`config.mk`:
```
export PLATFORM = sky130hd
export DESIGN_NAME = core_ctrl
export DESIGN_NICKNAME = d
export VERILOG_FILES = /design/src/common/ctrl_pkg.sv /design/src/common/rv32_pkg.sv /design/src/ctrl/core_ctrl.sv /design/src/ctrl/hazard_unit.sv /design/src/ctrl/inst_decoder.sv /design/src/ctrl/pipe_ctrl.sv
export VERILOG_INCLUDE_DIRS = /design/src /design/src/common
export SDC_FILE = /design/constraint.sdc
export NUM_CORES = 1
export LEC_CHECK = 0
export ABC_CLOCK_PERIOD_IN_PS = 2500
export BUFFER_PORTS_ARGS = -buffer_cell sky130_fd_sc_hd__buf_2
export CAP_MARGIN = 20
export CORE_MARGIN = 8
export CORE_UTILIZATION = 44
export DETAILED_ROUTE_END_ITERATION = 16
export PLACE_DENSITY = 0.8
export SLEW_MARGIN = 20
export SYNTH_ARGS = -nofsm -noshare
export SYNTH_HDL_FRONTEND = slang
export SYNTH_SLANG_ARGS = --single-unit
```
`constraint.sdc`:
```
create_clock -name clk -period 2.5 [get_ports clk]
set_clock_uncertainty 0.1 [all_clocks]
set_input_delay 0.375 -clock clk [delete_from_list [all_inputs] [get_ports clk]]
set_output_delay 0.375 -clock clk [all_outputs]
set_load 0.02 [all_outputs]
```
`src/common/ctrl_defs.svh`:
```
`ifndef CTRL_DEFS_SVH
`define CTRL_DEFS_SVH

`define INST_WIDTH 32
`define REG_ADDR_WIDTH 5

`define PC_SRC_SEL_WIDTH 3
`define IMM_TYPE_WIDTH 2
`define SRC_A_SEL_WIDTH 2
`define SRC_B_SEL_WIDTH 2
`define ALU_OP_WIDTH 4
`define MEM_TYPE_WIDTH 3
`define WB_SRC_SEL_WIDTH 1
`define ECODE_WIDTH 4

// rv32i base opcodes
`define RV32_LOAD 7'b0000011
`define RV32_STORE 7'b0100011
`define RV32_BRANCH 7'b1100011
`define RV32_JAL 7'b1101111
`define RV32_JALR 7'b1100111
`define RV32_MISC_MEM 7'b0001111
`define RV32_OP_IMM 7'b0010011
`define RV32_OP 7'b0110011
`define RV32_AUIPC 7'b0010111
`define RV32_LUI 7'b0110111

`define RV32_FUNCT3_BEQ 3'd0
`define RV32_FUNCT3_BNE 3'd1
`define RV32_FUNCT3_BLT 3'd4
`define RV32_FUNCT3_BGE 3'd5
`define RV32_FUNCT3_BLTU 3'd6
`define RV32_FUNCT3_BGEU 3'd7

`define RV32_FUNCT3_ADD_SUB 3'd0
`define RV32_FUNCT3_SLL 3'd1
`define RV32_FUNCT3_SLT 3'd2
`define RV32_FUNCT3_SLTU 3'd3
`define RV32_FUNCT3_XOR 3'd4
`define RV32_FUNCT3_SRA_SRL 3'd5
`define RV32_FUNCT3_OR 3'd6
`define RV32_FUNCT3_AND 3'd7
`define RV32_FUNCT3_FENCE 3'd0

`define SRC_A_RS1 2'd0
`define SRC_A_PC 2'd1
`define SRC_A_ZERO 2'd2
`define SRC_B_RS2 2'd0
`define SRC_B_IMM 2'd1
`define SRC_B_FOUR 2'd2

`define IMM_I 2'd0
`define IMM_S 2'd1
`define IMM_U 2'd2

`define ALU_OP_ADD 4'd0
`define ALU_OP_SLL 4'd1
`define ALU_OP_XOR 4'd4
`define ALU_OP_OR 4'd6
`define ALU_OP_AND 4'd7
`define ALU_OP_SRL 4'd5
`define ALU_OP_SEQ 4'd8
`define ALU_OP_SNE 4'd9
`define ALU_OP_SUB 4'd10
`define ALU_OP_SRA 4'd11
`define ALU_OP_SLT 4'd12
`define ALU_OP_SGE 4'd13
`define ALU_OP_SLTU 4'd14
`define ALU_OP_SGEU 4'd15

`define PC_PLUS_FOUR 3'd0
`define PC_BRANCH_TARGET 3'd1
`define PC_JAL_TARGET 3'd2
`define PC_JALR_TARGET 3'd3
`define PC_REPLAY 3'd4
`define PC_HANDLER 3'd5

`define WB_SRC_ALU 1'b0
`define WB_SRC_MEM 1'b1

`define ECODE_INST_ADDR_MISALIGNED 4'd0
`define ECODE_ILLEGAL_INST 4'd2
`define ECODE_LOAD_ADDR_MISALIGNED 4'd4
`define ECODE_STORE_ADDR_MISALIGNED 4'd6

`endif

```
`src/common/ctrl_pkg.sv`:
```
`include "ctrl_defs.svh"

package ctrl_pkg;

   typedef struct packed {
      logic [`IMM_TYPE_WIDTH-1:0] imm_type;
      logic [`SRC_A_SEL_WIDTH-1:0] src_a_sel;
      logic [`SRC_B_SEL_WIDTH-1:0] src_b_sel;
      logic [`ALU_OP_WIDTH-1:0] alu_op;
   } dx_ctrl_t;

   typedef struct packed {
      logic en;
      logic wen;
      logic [2:0] size;
      logic [`MEM_TYPE_WIDTH-1:0] mem_type;
   } dmem_req_t;

   typedef struct packed {
      logic stall_if;
      logic kill_if;
      logic stall_dx;
      logic kill_dx;
      logic stall_wb;
      logic kill_wb;
   } stage_ctrl_t;

   typedef struct packed {
      logic wr_reg;
      logic [`REG_ADDR_WIDTH-1:0] reg_to_wr;
      logic [`WB_SRC_SEL_WIDTH-1:0] wb_src_sel;
      logic exception;
      logic [`ECODE_WIDTH-1:0] exception_code;
      logic retire;
   } wb_ctrl_t;

   // decoder flags before the kill gate
   typedef struct packed {
      logic branch_taken;
      logic jal;
      logic jalr;
      logic dmem_en;
      logic dmem_wen;
      logic wr_reg;
      logic uses_rs1;
      logic uses_rs2;
      logic illegal;
      logic [`WB_SRC_SEL_WIDTH-1:0] wb_src_sel;
   } dec_flags_t;

endpackage

```
`src/common/rv32_pkg.sv`:
```
`include "ctrl_defs.svh"

package rv32_pkg;

   typedef struct packed {
      logic [6:0] funct7;
      logic [`REG_ADDR_WIDTH-1:0] rs2;
      logic [`REG_ADDR_WIDTH-1:0] rs1;
      logic [2:0] funct3;
      logic [`REG_ADDR_WIDTH-1:0] rd;
      logic [6:0] opcode;
   } r_type_t;

   typedef struct packed {
      logic [11:0] imm12;
      logic [`REG_ADDR_WIDTH-1:0] rs1;
      logic [2:0] funct3;
      logic [`REG_ADDR_WIDTH-1:0] rd;
      logic [6:0] opcode;
   } i_type_t;

   // same instruction word, two field layouts
   typedef union packed {
      r_type_t r_view;
      i_type_t i_view;
   } rv32_inst_u;

endpackage

```
`src/ctrl/core_ctrl.sv`:
```
`timescale 1ns/1ps
`include "ctrl_defs.svh"

module core_ctrl
   import rv32_pkg::*;
   import ctrl_pkg::*;
(
   input  logic                          clk,
   input  logic                          reset,
   input  rv32_inst_u                    inst_dx,
   input  logic                          imem_wait,
   input  logic                          imem_badmem,
   input  logic                          dmem_wait,
   input  logic                          dmem_badmem,
   input  logic                          cmp_true,
   output dx_ctrl_t                      dx_ctrl,
   output dmem_req_t                     dmem_req,
   output logic [`PC_SRC_SEL_WIDTH-1:0]  pc_src_sel,
   output logic                          bypass_rs1,
   output logic                          bypass_rs2,
   output stage_ctrl_t                   stage_ctrl,
   output wb_ctrl_t                      wb_ctrl
);

   dec_flags_t dec_flags;
   logic load_use;
   logic wr_reg_wb;
   logic [`REG_ADDR_WIDTH-1:0] reg_to_wr_wb;
   logic load_in_wb;

   inst_decoder u_decoder (
      .inst_dx   (inst_dx),
      .cmp_true  (cmp_true),
      .dx_ctrl   (dx_ctrl),
      .dec_flags (dec_flags)
   );

   pipe_ctrl u_pipe_ctrl (
      .clk          (clk),
      .reset        (reset),
      .dec_flags    (dec_flags),
      .inst_dx      (inst_dx),
      .imem_wait    (imem_wait),
      .imem_badmem  (imem_badmem),
      .dmem_wait    (dmem_wait),
      .dmem_badmem  (dmem_badmem),
      .load_use     (load_use),
      .dmem_req     (dmem_req),
      .pc_src_sel   (pc_src_sel),
      .stage_ctrl   (stage_ctrl),
      .wb_ctrl      (wb_ctrl),
      .wr_reg_wb    (wr_reg_wb),
      .reg_to_wr_wb (reg_to_wr_wb),
      .load_in_wb   (load_in_wb)
   );

   hazard_unit u_hazard (
      .rs1          (inst_dx.r_view.rs1),
      .rs2          (inst_dx.r_view.rs2),
      .uses_rs1     (dec_flags.uses_rs1),
      .uses_rs2     (dec_flags.uses_rs2),
      .wr_reg_wb    (wr_reg_wb),
      .reg_to_wr_wb (reg_to_wr_wb),
      .load_in_wb   (load_in_wb),
      .bypass_rs1   (bypass_rs1),
      .bypass_rs2   (bypass_rs2),
      .load_use     (load_use)
   );

endmodule

```
`src/ctrl/hazard_unit.sv`:
```
`timescale 1ns/1ps
`include "ctrl_defs.svh"

module hazard_unit (
   input  logic [`REG_ADDR_WIDTH-1:0] rs1,
   input  logic [`REG_ADDR_WIDTH-1:0] rs2,
   input  logic                       uses_rs1,
   input  logic                       uses_rs2,
   input  logic                       wr_reg_wb,
   input  logic [`REG_ADDR_WIDTH-1:0] reg_to_wr_wb,
   input  logic                       load_in_wb,
   output logic                       bypass_rs1,
   output logic                       bypass_rs2,
   output logic                       load_use
);

   logic raw_rs1;
   logic raw_rs2;

   // x0 never carries a dependency
   assign raw_rs1 = wr_reg_wb && uses_rs1 && (rs1 == reg_to_wr_wb) && (rs1 != '0);
   assign raw_rs2 = wr_reg_wb && uses_rs2 && (rs2 == reg_to_wr_wb) && (rs2 != '0);

   assign bypass_rs1 = raw_rs1 && !load_in_wb;
   assign bypass_rs2 = raw_rs2 && !load_in_wb;
   assign load_use = load_in_wb && (raw_rs1 || raw_rs2);  // load data not ready yet

   always_comb begin
      assert (!(load_use && (bypass_rs1 || bypass_rs2)));
   end

endmodule

```
`src/ctrl/inst_decoder.sv`:
```
`timescale 1ns/1ps
`include "ctrl_defs.svh"

module inst_decoder
   import rv32_pkg::*;
   import ctrl_pkg::*;
(
   input  rv32_inst_u inst_dx,
   input  logic       cmp_true,
   output dx_ctrl_t   dx_ctrl,
   output dec_flags_t dec_flags
);

   logic [6:0] opcode;
   logic [2:0] funct3;
   logic [6:0] funct7;
   logic [`ALU_OP_WIDTH-1:0] alu_op_arith;
   logic known_op;

   assign opcode = inst_dx.r_view.opcode;
   assign funct3 = inst_dx.r_view.funct3;
   assign funct7 = inst_dx.r_view.funct7;

   assign known_op = opcode inside {`RV32_LOAD, `RV32_STORE, `RV32_BRANCH, `RV32_JAL,
                                    `RV32_JALR, `RV32_MISC_MEM, `RV32_OP_IMM, `RV32_OP,
                                    `RV32_AUIPC, `RV32_LUI};

   always_comb begin
      case (funct3)
         `RV32_FUNCT3_ADD_SUB: alu_op_arith = (opcode == `RV32_OP && funct7[5]) ?
                                              `ALU_OP_SUB : `ALU_OP_ADD;
         `RV32_FUNCT3_SLL:     alu_op_arith = `ALU_OP_SLL;
         `RV32_FUNCT3_SLT:     alu_op_arith = `ALU_OP_SLT;
         `RV32_FUNCT3_SLTU:    alu_op_arith = `ALU_OP_SLTU;
         `RV32_FUNCT3_XOR:     alu_op_arith = `ALU_OP_XOR;
         `RV32_FUNCT3_SRA_SRL: alu_op_arith = funct7[5] ? `ALU_OP_SRA : `ALU_OP_SRL;
         `RV32_FUNCT3_OR:      alu_op_arith = `ALU_OP_OR;
         default:              alu_op_arith = `ALU_OP_AND;
      endcase
   end

   always_comb begin
      dx_ctrl.imm_type = `IMM_I;
      dx_ctrl.src_a_sel = `SRC_A_RS1;
      dx_ctrl.src_b_sel = `SRC_B_IMM;
      dx_ctrl.alu_op = `ALU_OP_ADD;
      dec_flags = '0;
      dec_flags.uses_rs1 = 1'b1;
      dec_flags.wb_src_sel = `WB_SRC_ALU;
      case (opcode)
         `RV32_LOAD: begin
            dec_flags.dmem_en = 1'b1;
            dec_flags.wr_reg = 1'b1;
            dec_flags.wb_src_sel = `WB_SRC_MEM;
         end
         `RV32_STORE: begin
            dx_ctrl.imm_type = `IMM_S;
            dec_flags.uses_rs2 = 1'b1;
            dec_flags.dmem_en = 1'b1;
            dec_flags.dmem_wen = 1'b1;
         end
         `RV32_BRANCH: begin
            dx_ctrl.src_b_sel = `SRC_B_RS2;
            dec_flags.uses_rs2 = 1'b1;
            dec_flags.branch_taken = cmp_true;
            case (funct3)
               `RV32_FUNCT3_BEQ:  dx_ctrl.alu_op = `ALU_OP_SEQ;
               `RV32_FUNCT3_BNE:  dx_ctrl.alu_op = `ALU_OP_SNE;
               `RV32_FUNCT3_BLT:  dx_ctrl.alu_op = `ALU_OP_SLT;
               `RV32_FUNCT3_BGE:  dx_ctrl.alu_op = `ALU_OP_SGE;
               `RV32_FUNCT3_BLTU: dx_ctrl.alu_op = `ALU_OP_SLTU;
               `RV32_FUNCT3_BGEU: dx_ctrl.alu_op = `ALU_OP_SGEU;
               default:           dec_flags.illegal = 1'b1;
            endcase
         end
         `RV32_JAL, `RV32_JALR: begin
            // link value is pc + 4
            dx_ctrl.src_a_sel = `SRC_A_PC;
            dx_ctrl.src_b_sel = `SRC_B_FOUR;
            dec_flags.wr_reg = 1'b1;
            dec_flags.jal = (opcode == `RV32_JAL);
            dec_flags.jalr = (opcode == `RV32_JALR);
            dec_flags.uses_rs1 = (opcode == `RV32_JALR);
            dec_flags.illegal = (opcode == `RV32_JALR) && (inst_dx.i_view.funct3 != 3'd0);
         end
         `RV32_MISC_MEM: begin
            // plain fence only, treated as a no-op
            dec_flags.illegal = (funct3 != `RV32_FUNCT3_FENCE) ||
                                (inst_dx.i_view.imm12[11:8] != 4'd0) ||
                                (inst_dx.i_view.rs1 != '0) || (inst_dx.i_view.rd != '0);
         end
         `RV32_OP_IMM: begin
            dx_ctrl.alu_op = alu_op_arith;
            dec_flags.wr_reg = 1'b1;
         end
         `RV32_OP: begin
            dx_ctrl.src_b_sel = `SRC_B_RS2;
            dx_ctrl.alu_op = alu_op_arith;
            dec_flags.uses_rs2 = 1'b1;
            dec_flags.wr_reg = 1'b1;
         end
         `RV32_AUIPC, `RV32_LUI: begin
            dx_ctrl.imm_type = `IMM_U;
            dx_ctrl.src_a_sel = (opcode == `RV32_LUI) ? `SRC_A_ZERO : `SRC_A_PC;
            dec_flags.uses_rs1 = 1'b0;
            dec_flags.wr_reg = 1'b1;
         end
         default: dec_flags.illegal = 1'b1;
      endcase
      // an unknown opcode must never reach the register file
      assert (known_op || !(dec_flags.illegal && dec_flags.wr_reg));
   end

endmodule

```
`src/ctrl/pipe_ctrl.sv`:
```
`timescale 1ns/1ps
`include "ctrl_defs.svh"

module pipe_ctrl
   import rv32_pkg::*;
   import ctrl_pkg::*;
(
   input  logic                          clk,
   input  logic                          reset,
   input  dec_flags_t                    dec_flags,
   input  rv32_inst_u                    inst_dx,
   input  logic                          imem_wait,
   input  logic                          imem_badmem,
   input  logic                          dmem_wait,
   input  logic                          dmem_badmem,
   input  logic                          load_use,
   output dmem_req_t                     dmem_req,
   output logic [`PC_SRC_SEL_WIDTH-1:0]  pc_src_sel,
   output stage_ctrl_t                   stage_ctrl,
   output wb_ctrl_t                      wb_ctrl,
   output logic                          wr_reg_wb,
   output logic [`REG_ADDR_WIDTH-1:0]    reg_to_wr_wb,
   output logic                          load_in_wb
);

   logic replay_if, ex_if, stall_if, kill_if;
   logic had_ex_dx, prev_killed_dx, ex_dx, stall_dx, kill_dx, killed_dx;
   logic branch_taken, jal, jalr, redirect;
   logic [`ECODE_WIDTH-1:0] ex_code_dx;
   logic prev_killed_wb, had_ex_wb, wr_reg_unkilled_wb, store_in_wb, dmem_en_wb;
   logic [`WB_SRC_SEL_WIDTH-1:0] wb_src_sel_wb;
   logic [`ECODE_WIDTH-1:0] prev_ex_code_wb;
   logic dmem_error, ex_wb, stall_wb, kill_wb;

   // IF stage
   assign ex_if = imem_badmem && !imem_wait && !redirect && !replay_if;
   assign stall_if = stall_dx || (imem_wait && !redirect && !ex_wb);
   assign kill_if = stall_if || ex_if || ex_dx || ex_wb || redirect || replay_if;

   // DX stage, no stall while an exception is pending
   assign ex_dx = had_ex_dx || dec_flags.illegal;
   assign stall_dx = stall_wb || (load_use && !(ex_dx || ex_wb));
   assign kill_dx = stall_dx || ex_dx || ex_wb;
   assign killed_dx = prev_killed_dx || kill_dx;
   assign ex_code_dx = (!had_ex_dx && dec_flags.illegal) ? `ECODE_ILLEGAL_INST :
                                                           `ECODE_INST_ADDR_MISALIGNED;

   assign branch_taken = dec_flags.branch_taken && !kill_dx;
   assign jal = dec_flags.jal && !kill_dx;
   assign jalr = dec_flags.jalr && !kill_dx;
   assign redirect = branch_taken || jal || jalr;

   assign dmem_req.en = dec_flags.dmem_en && !kill_dx;
   assign dmem_req.wen = dec_flags.dmem_wen && !kill_dx;
   assign dmem_req.size = {1'b0, inst_dx.r_view.funct3[1:0]};
   assign dmem_req.mem_type = inst_dx.r_view.funct3;

   always_comb begin
      if (ex_wb)
         pc_src_sel = `PC_HANDLER;
      else if (replay_if || (stall_if && !imem_wait))
         pc_src_sel = `PC_REPLAY;
      else if (branch_taken)
         pc_src_sel = `PC_BRANCH_TARGET;
      else if (jal)
         pc_src_sel = `PC_JAL_TARGET;
      else if (jalr)
         pc_src_sel = `PC_JALR_TARGET;
      else
         pc_src_sel = `PC_PLUS_FOUR;
   end

   always_ff @(posedge clk) begin
      if (reset) begin
         replay_if <= 1'b1;
         had_ex_dx <= 1'b0;
         prev_killed_dx <= 1'b0;
         prev_killed_wb <= 1'b1;  // wb starts empty
         had_ex_wb <= 1'b0;
         wr_reg_unkilled_wb <= 1'b0;
         store_in_wb <= 1'b0;
         dmem_en_wb <= 1'b0;
      end else begin
         replay_if <= redirect && imem_wait;  // target fetch was lost
         if (!stall_dx) begin
            had_ex_dx <= ex_if;
            prev_killed_dx <= kill_if;
         end
         if (!stall_wb) begin
            prev_killed_wb <= killed_dx;
            had_ex_wb <= ex_dx;
            wr_reg_unkilled_wb <= dec_flags.wr_reg && !kill_dx;
            store_in_wb <= dmem_req.wen;
            dmem_en_wb <= dmem_req.en;
         end
      end
   end

   always_ff @(posedge clk) begin
      if (!stall_wb) begin
         wb_src_sel_wb <= dec_flags.wb_src_sel;
         prev_ex_code_wb <= ex_code_dx;
         reg_to_wr_wb <= inst_dx.r_view.rd;
      end
   end

   // WB stage
   assign dmem_error = dmem_badmem && dmem_en_wb;
   assign ex_wb = had_ex_wb || dmem_error;
   assign stall_wb = dmem_wait && dmem_en_wb && !ex_wb;
   assign kill_wb = stall_wb || ex_wb;
   assign wr_reg_wb = wr_reg_unkilled_wb && !kill_wb;
   assign load_in_wb = dmem_en_wb && !store_in_wb;

   assign wb_ctrl.wr_reg = wr_reg_wb;
   assign wb_ctrl.reg_to_wr = reg_to_wr_wb;
   assign wb_ctrl.wb_src_sel = wb_src_sel_wb;
   assign wb_ctrl.exception = ex_wb;
   assign wb_ctrl.retire = !(prev_killed_wb || kill_wb);
   // earlier causes win over a memory error
   assign wb_ctrl.exception_code = had_ex_wb ? prev_ex_code_wb :
                                   wr_reg_unkilled_wb ? `ECODE_LOAD_ADDR_MISALIGNED :
                                                        `ECODE_STORE_ADDR_MISALIGNED;

   assign stage_ctrl.stall_if = stall_if;
   assign stage_ctrl.kill_if = kill_if;
   assign stage_ctrl.stall_dx = stall_dx;
   assign stage_ctrl.kill_dx = kill_dx;
   assign stage_ctrl.stall_wb = stall_wb;
   assign stage_ctrl.kill_wb = kill_wb;

   a_no_retire_on_exception: assert property (
      @(posedge clk) disable iff (reset) wb_ctrl.exception |-> !wb_ctrl.retire);

endmodule

```
# --- Word level (Yosys, flattened, before mapping) ---
# Cells that the tools add are included.
op_classes:
  n_eq_ne: 19
  muxes: 27
  reduce_logical: 79
ops:
  columns: ["op", "n"]
  rows:
  - ["logical AND 1 bit", 31]
  - ["case mux 4 bit (7 select lines)", 1]
  - ["case mux 4 bit (6 select lines)", 1]
  - ["logical OR 1 bit", 22]
  - ["equality test 7 x 6 -> 1 bit, second input constant", 3]
  - ["equality test 7 bit, second input constant", 3]
  - ["nonzero test 5 bit", 3]
  - ["equality test 7 x 5 -> 1 bit, second input constant", 2]
  - ["equality test 3 bit, second input constant", 4]
  - ["2-to-1 mux 3 bit", 4]
  - ["2-to-1 mux 4 bit", 3]
  - ["case mux 2 bit (2 select lines)", 3]
  - ["OR reduction 6 bit", 2]
  - ["logical NOT 1 bit", 11]
  - ["equality test 5 bit", 2]
  - ["2-to-1 mux 2 bit", 5]
  - ["OR reduction 2 bit", 5]
  - ["case mux 4 bit (2 select lines)", 1]
  - ["equality test 7 x 2 -> 1 bit, second input constant", 1]
  - ["equality test 7 x 4 -> 1 bit, second input constant", 1]
  - ["2-to-1 mux 1 bit", 7]
  - ["OR reduction 7 bit", 1]
  - ["equality test 3 x 2 -> 1 bit, second input constant", 2]
  - ["case mux 1 bit (4 select lines)", 1]
  - ["other kinds (6)", 6]
word_totals:
  ff_bits: 18
  elab_cells: 136

# --- Longest topological paths before layout ---
depth:
  depth_word: 29
  depth_mapped: 9
  depth_no_buf: 8

# --- Hierarchy ---
# From an unflattened synthesis, not the netlist that was laid out.
unflattened:
  hier_cells: 186
  area_unflattened_um2: 1475.2
modules_own_cells:
  columns: ["module", "n_inst", "cells_per_inst", "area_per_inst_um2", "seq_area_each_um2"]
  rows:
  - ["pipe_ctrl", 1, 91, 869.6, 370.4]
  - ["inst_decoder", 1, 69, 426.7, 0.0]
  - ["hazard_unit", 1, 26, 178.9, 0.0]

# --- Worst setup path after synthesis ---
# OpenSTA, ideal clock, no wires.
synth_timing:
  path_type: "input to output"
  from: "in inst_dx[30] (netlist name)"
  to: "out pc_src_sel[1]"
  arrival_time_ns: 2.237
  slack_ns: -0.212
  path_stages: 7
  path_cell_list: "nor4_1 > nand4_1 > o21a_1 > nor4_4 > and3_4 > inv_4 > nor4_1"
synth_via:
  elab_chain_cells: 24
  word_cells_on_any_way: 29
  classes_between: "mux (6); reduce/logical (23)"
synth_lines:
  columns: ["element", "line", "source"]
  rows:
  - ["start: declaration", "core_ctrl.sv:10", "input rv32_inst_u inst_dx,"]
  - ["nonzero test 4 bit *", "inst_decoder.sv:89", "(inst_dx.i_view.imm12[11:8] != 4'd0) ||"]
  - ["logical OR 1 bit * (3 in a row)", "inst_decoder.sv:88", "dec_flags.illegal = (funct3 != `RV32_FUNCT3_FENCE) ||"]
  - ["case mux 1 bit (4 select lines) *", "inst_decoder.sv:50", "case (opcode)"]
  - ["logical OR 1 bit *", "pipe_ctrl.sv:41", "assign ex_dx = had_ex_dx || dec_flags.illegal;"]
  - ["logical OR 1 bit", "pipe_ctrl.sv:42", "assign stall_dx = stall_wb || (load_use && !(ex_dx || ex_wb));"]
  - ["logical NOT 1 bit", "pipe_ctrl.sv:42", null]
  - ["logical AND 1 bit", "pipe_ctrl.sv:42", null]
  - ["logical OR 1 bit", "pipe_ctrl.sv:42", null]
  - ["[2 not listed]", null, null]
  - ["net u_pipe_ctrl.kill_dx", "pipe_ctrl.sv:27", "logic had_ex_dx, prev_killed_dx, ex_dx, stall_dx, kill_dx, killed_dx;"]
  - ["[2 not listed]", null, null]
  - ["logical OR 1 bit (2 in a row)", "pipe_ctrl.sv:51", "assign redirect = branch_taken || jal || jalr;"]
  - ["logical NOT 1 bit", "pipe_ctrl.sv:37", "assign stall_if = stall_dx || (imem_wait && !redirect && !ex_wb);"]
  - ["logical AND 1 bit (2 in a row)", "pipe_ctrl.sv:37", null]
  - ["logical OR 1 bit", "pipe_ctrl.sv:37", null]
  - ["logical AND 1 bit", "pipe_ctrl.sv:61", "else if (replay_if || (stall_if && !imem_wait))"]
  - ["logical OR 1 bit", "pipe_ctrl.sv:61", null]
  - ["2-to-1 mux 3 bit *", "pipe_ctrl.sv:61", null]
  - ["2-to-1 mux 3 bit *", "pipe_ctrl.sv:59", "if (ex_wb)"]
  - ["end: declaration", "core_ctrl.sv:18", "output logic [`PC_SRC_SEL_WIDTH-1:0] pc_src_sel,"]
# The timed path passes the listed nets; every way through them passes the cells marked *.

# --- Final worst setup path ---
layout_timing:
  from: "reg u_pipe_ctrl.reg_to_wr_wb[0]"
  to: "out pc_src_sel[0]"
layout_via:
  elab_chain_cells: 21
  word_cells_on_any_way: 29
  classes_between: "eq/ne (2); mux (5); reduce/logical (22)"
layout_lines:
  columns: ["element", "line", "source"]
  rows:
  - ["start: declaration", "pipe_ctrl.sv:22", "output logic [`REG_ADDR_WIDTH-1:0] reg_to_wr_wb,"]
  - ["start signal: assignment", "pipe_ctrl.sv:103", "reg_to_wr_wb <= inst_dx.r_view.rd;"]
  - ["equality test 5 bit (on tied branches)", "hazard_unit.sv:21, hazard_unit.sv:22", null]
  - ["logical AND 1 bit (on tied branches) (2 in a row)", "hazard_unit.sv:21, hazard_unit.sv:22", null]
  - ["logical OR 1 bit *", "hazard_unit.sv:26", "assign load_use = load_in_wb && (raw_rs1 || raw_rs2);"]
  - ["logical AND 1 bit *", "hazard_unit.sv:26", null]
  - ["logical AND 1 bit *", "pipe_ctrl.sv:42", null]
  - ["logical OR 1 bit *", "pipe_ctrl.sv:42", null]
  - ["logical OR 1 bit (2 in a row)", "pipe_ctrl.sv:43", "assign kill_dx = stall_dx || ex_dx || ex_wb;"]
  - ["logical NOT 1 bit", "pipe_ctrl.sv:48, pipe_ctrl.sv:49, pipe_ctrl.sv:50", null]
  - ["logical AND 1 bit (on tied branches)", "pipe_ctrl.sv:48, pipe_ctrl.sv:49", null]
  - ["logical OR 1 bit (2 in a row)", "pipe_ctrl.sv:51", null]
  - ["logical NOT 1 bit", "pipe_ctrl.sv:37", null]
  - ["logical AND 1 bit (2 in a row)", "pipe_ctrl.sv:37", null]
  - ["logical OR 1 bit", "pipe_ctrl.sv:37", null]
  - ["logical AND 1 bit", "pipe_ctrl.sv:61", null]
  - ["logical OR 1 bit", "pipe_ctrl.sv:61", null]
  - ["2-to-1 mux 3 bit *", "pipe_ctrl.sv:61", null]
  - ["2-to-1 mux 3 bit *", "pipe_ctrl.sv:59", null]
# Every way passes the cells marked *; elsewhere a longest branch is shown, timed or not.

==> run_results.csv <==
group,metric,value,unit
outcome,status,"finished with violations",
outcome,violations,"setup timing",
detailed_routing,first_pass_iters,4,
pwr,power_frac_comb,34.2,%
logic_synthesis,synth_cell_types,44,
clock_tree,clkLatencyLatePin,290,ps
global_route,grt_usage,17.4,%
floorplanning,die_area,5240,um2
critical_path,required,2030,ps
clock_tree,cts_sinks,15,
logic_synthesis,synth_top_area_share,15.0,%
clock_tree,path_clk_slew,90,ps
worst_hold_path,holdPathStages,1,
logic_synthesis,synth_flop_cell,"dfxtp_1",
logic_synthesis,synthAdderAreaFrac,0,%
critical_path,cp-end-kind,"primary output",
clock_tree,cts_tree,"yes",
cells_and_area,finalNonFillerCells,322,
cells_and_area,utilization,70.8,%
critical_path,r2r_start,"u_pipe_ctrl.reg_to_wr_wb[0]",
worst_hold_path,hold_end,"u_pipe_ctrl.reg_to_wr_wb[2]",
placed_design,portBuffers,74,
logic_synthesis,synth_edf_count,7,
pwr,power_leakage,1.03,nW
logic_synthesis,synth-seq-cells,15,
logic_synthesis,synth_xor_area_share,5.63,%
cells_and_area,layout-drive-gt1-share,51.8,%
detailed_routing,drtIter0Drc,120,
detailed_routing,wl,4830,um
worst_hold_path,hold_class,"input port to register",
detailed_routing,drc,0,
cells_and_area,nFillCells,238,
placed_design,gp_congestion,0.866,
critical_path,arrival,2280,ps
pwr,p_total,0.634,mW
sta,report.final.slew_viol_count,0,
sta,hold_viol,0,
critical_path,crit_type,"register to primary output",
sta,hold-worst-slack,180,ps
detailed_routing,via_per_inst,5.21,
floorplanning,std_cell_rows,20,
clock_tree,postCtsHoldBufs,0,
floorplanning,ios,81,
clock_tree,clk_path_buf_depth,2,
logic_synthesis,yosysTopAreaCell,"edfxtp_1",
critical_path,r2r_end,"u_pipe_ctrl.prev_killed_dx",
clock_tree,cts_buffers,3,
pwr,p_per_area,293,nW/um2
sta,setup_viol,10,
logic_synthesis,ys_top_cells_by_area,"edfxtp_1, dfxtp_1, buf_4, xor2_1, nand2_1",
sta,setup_ws,-254,ps
critical_path,reg2regPathDepth,9,
global_route,grt_max_degree,13,
sta,rsz0062_at_grt,"true",
logic_synthesis,syn_area,1400,um2
pwr,p_switching,0.213,mW
logic_synthesis,synth_top_family_by_area,"simple AND/OR/NAND/NOR gates",
logic_synthesis,synth_commonest_cells,"nand2_1, buf_4, nor2_1",
placed_design,dpl_worst_slack,-130,ps
sta,fmax,0.363,GHz
floorplanning,initial_core_util,45.9,%
critical_path,crit_path_max_fanout,6,
detailed_routing,routed-via-count,1677,
logic_synthesis,seq_area_frac_synth,26.5,%
pwr,netSwitchingFraction,33.6,%
global_route,antenna_found_initial,0,
pwr,clock_power_share,22.7,%
worst_hold_path,worstHoldStart,"inst_dx[9]",
floorplanning,coreArea,3050,um2
placed_design,placed_area,1970,um2
cells_and_area,final_cell_area,2160,um2
pwr,power_frac_seq,43.1,%
pwr,internal-power,0.421,mW
cells_and_area,antenna_cells,0,
pwr,peakVddDrop,126,uV
global_route,overflow,0,
cells_and_area,layout.nets,318,
logic_synthesis,async_flop_share,0,%
sta,period_share,110,%
critical_path,crit_path_start_kind,"register",
logic_synthesis,synth.most_common_cell,"nand2_1",
placed_design,hpwl,3650,um
global_route,grt_pass1_wl,7450,um
critical_path,r2r_slack,260,ps
detailed_routing,routedWlPerCell,15.0,um
logic_synthesis,synth_warnings,0,
logic_synthesis,synthCells,174,
run,drv_cap,0,
logic_synthesis,yosys.area_share.simple,31.5,%
logic_synthesis,postSynthAreaPerCell,8.05,um2
sta,fin_crit,2750,ps
floorplanning,die_width,72.4,um
clock_tree,cts-root-buf,"clkbuf_4",
global_route,grt_pass1_vias,1665,
clock_tree,htree_levels,1,
floorplanning,die_h,72.4,um
cells_and_area,area_delta_synth_final,54.3,%
sta,tns,-1900,ps
logic_synthesis,synthMuxAreaShare,0,%
placed_design,placed_cells,309,
detailed_routing,ant_nets,0,
logic_synthesis,synth_compound_area_share,23.1,%
-- critical path: stages, from the launching register on --
cell and delay (ps):
edfxtp_1 430, xor2_1 170, nor4_1 300, o2111ai_1 190, o21ai_1 200, nand2_1 150, and3_4 240, inv_6 80
o31ai_2 60, buf_4 160
-- metal layers --
layer  part of all wire (%)  track usage, %
met5                      0               0
met4                    2.4            8.67
met3                    6.9            3.17
met2                     52            30.3
met1                     39            19.9
-- worst max-delay path by stage --
| stage | start | end | slack (ps) |
|---|---|---|---|
| floorplan | inst_dx[30] | pc_src_sel[1] | 10 |
| CTS | u_pipe_ctrl.reg_to_wr_wb[0] | pc_src_sel[2] | -140 |
| detailed placement | inst_dx[30] | pc_src_sel[1] | -130 |
| global placement | inst_dx[12] | pc_src_sel[1] | -110 |
| finish | u_pipe_ctrl.reg_to_wr_wb[0] | pc_src_sel[0] | -250 |
| global route | u_pipe_ctrl.reg_to_wr_wb[3] | pc_src_sel[0] | -330 |
-- layout by cell type (no fill, tap or decap), types with 4 or more instances in the layout --
master     n
nor2b_1    4
o21ai_0    5
buf_2     66
dfxtp_1    8
buf_6      5
nor4_1     4
inv_1      8
nand2b_1   6
a21oi_1    8
edfxtp_1   7
a22o_1     4
xor2_1     9
nand2_1   18
nor2_1    13
nor3_1     9
buf_4     47
-- power by group through the flow --
stage / Clock, mW / Sequential [mW] / Combinational, mW
finish: 0.144 / 0.273 / 0.217
global route: 0.156 / 0.274 / 0.234
CTS: 0.144 / 0.273 / 0.210
detailed placement: 0 / 0.279 / 0.201
global placement: 0 / 0.278 / 0.198
floorplan: 0 / 0.284 / 0.107
-- repair_timing --
action / CTS / global route
pin swaps: 6 / 2
setup buffers: 5 / 4
endpoints found under the setup margin: 9 / 11
gates resized for setup: 14 / 9
-- sequential cells by signal (all words and copies together), names as in the netlist --
signal	cells
u_pipe_ctrl.prev_killed_dx	1
u_pipe_ctrl.had_ex_dx	1
u_pipe_ctrl.prev_ex_code_wb	1
u_pipe_ctrl.wb_src_sel_wb	1
u_pipe_ctrl.had_ex_wb	1
u_pipe_ctrl.dmem_en_wb	1
u_pipe_ctrl.reg_to_wr_wb	5
u_pipe_ctrl.prev_killed_wb	1
u_pipe_ctrl.store_in_wb	1
u_pipe_ctrl.replay_if	1
u_pipe_ctrl.wr_reg_unkilled_wb	1
-- kinds of logic (layout without fill, tap and decap cells) --
kind of cell / count (synthesis) / in the layout
simple gates: 80 / 80
buf+inv: 30 / 132
other cells: 1 / 3
compound gates: 39 / 39
flops: 15 / 15
xor+xnor: 9 / 9
-- area by class of cell --
type	count	area (um2)	area share (%)
clock inverters	1	5.00	0.232
well taps	44	55.1	2.55
inverters	9	38.8	1.80
repair buffers	119	759	35.1
multi-input cells	131	910	42.1
clock buffers	3	22.5	1.04
flip-flops and latches	15	370	17.1
Note: power is estimated with default switching activity, not from simulation.
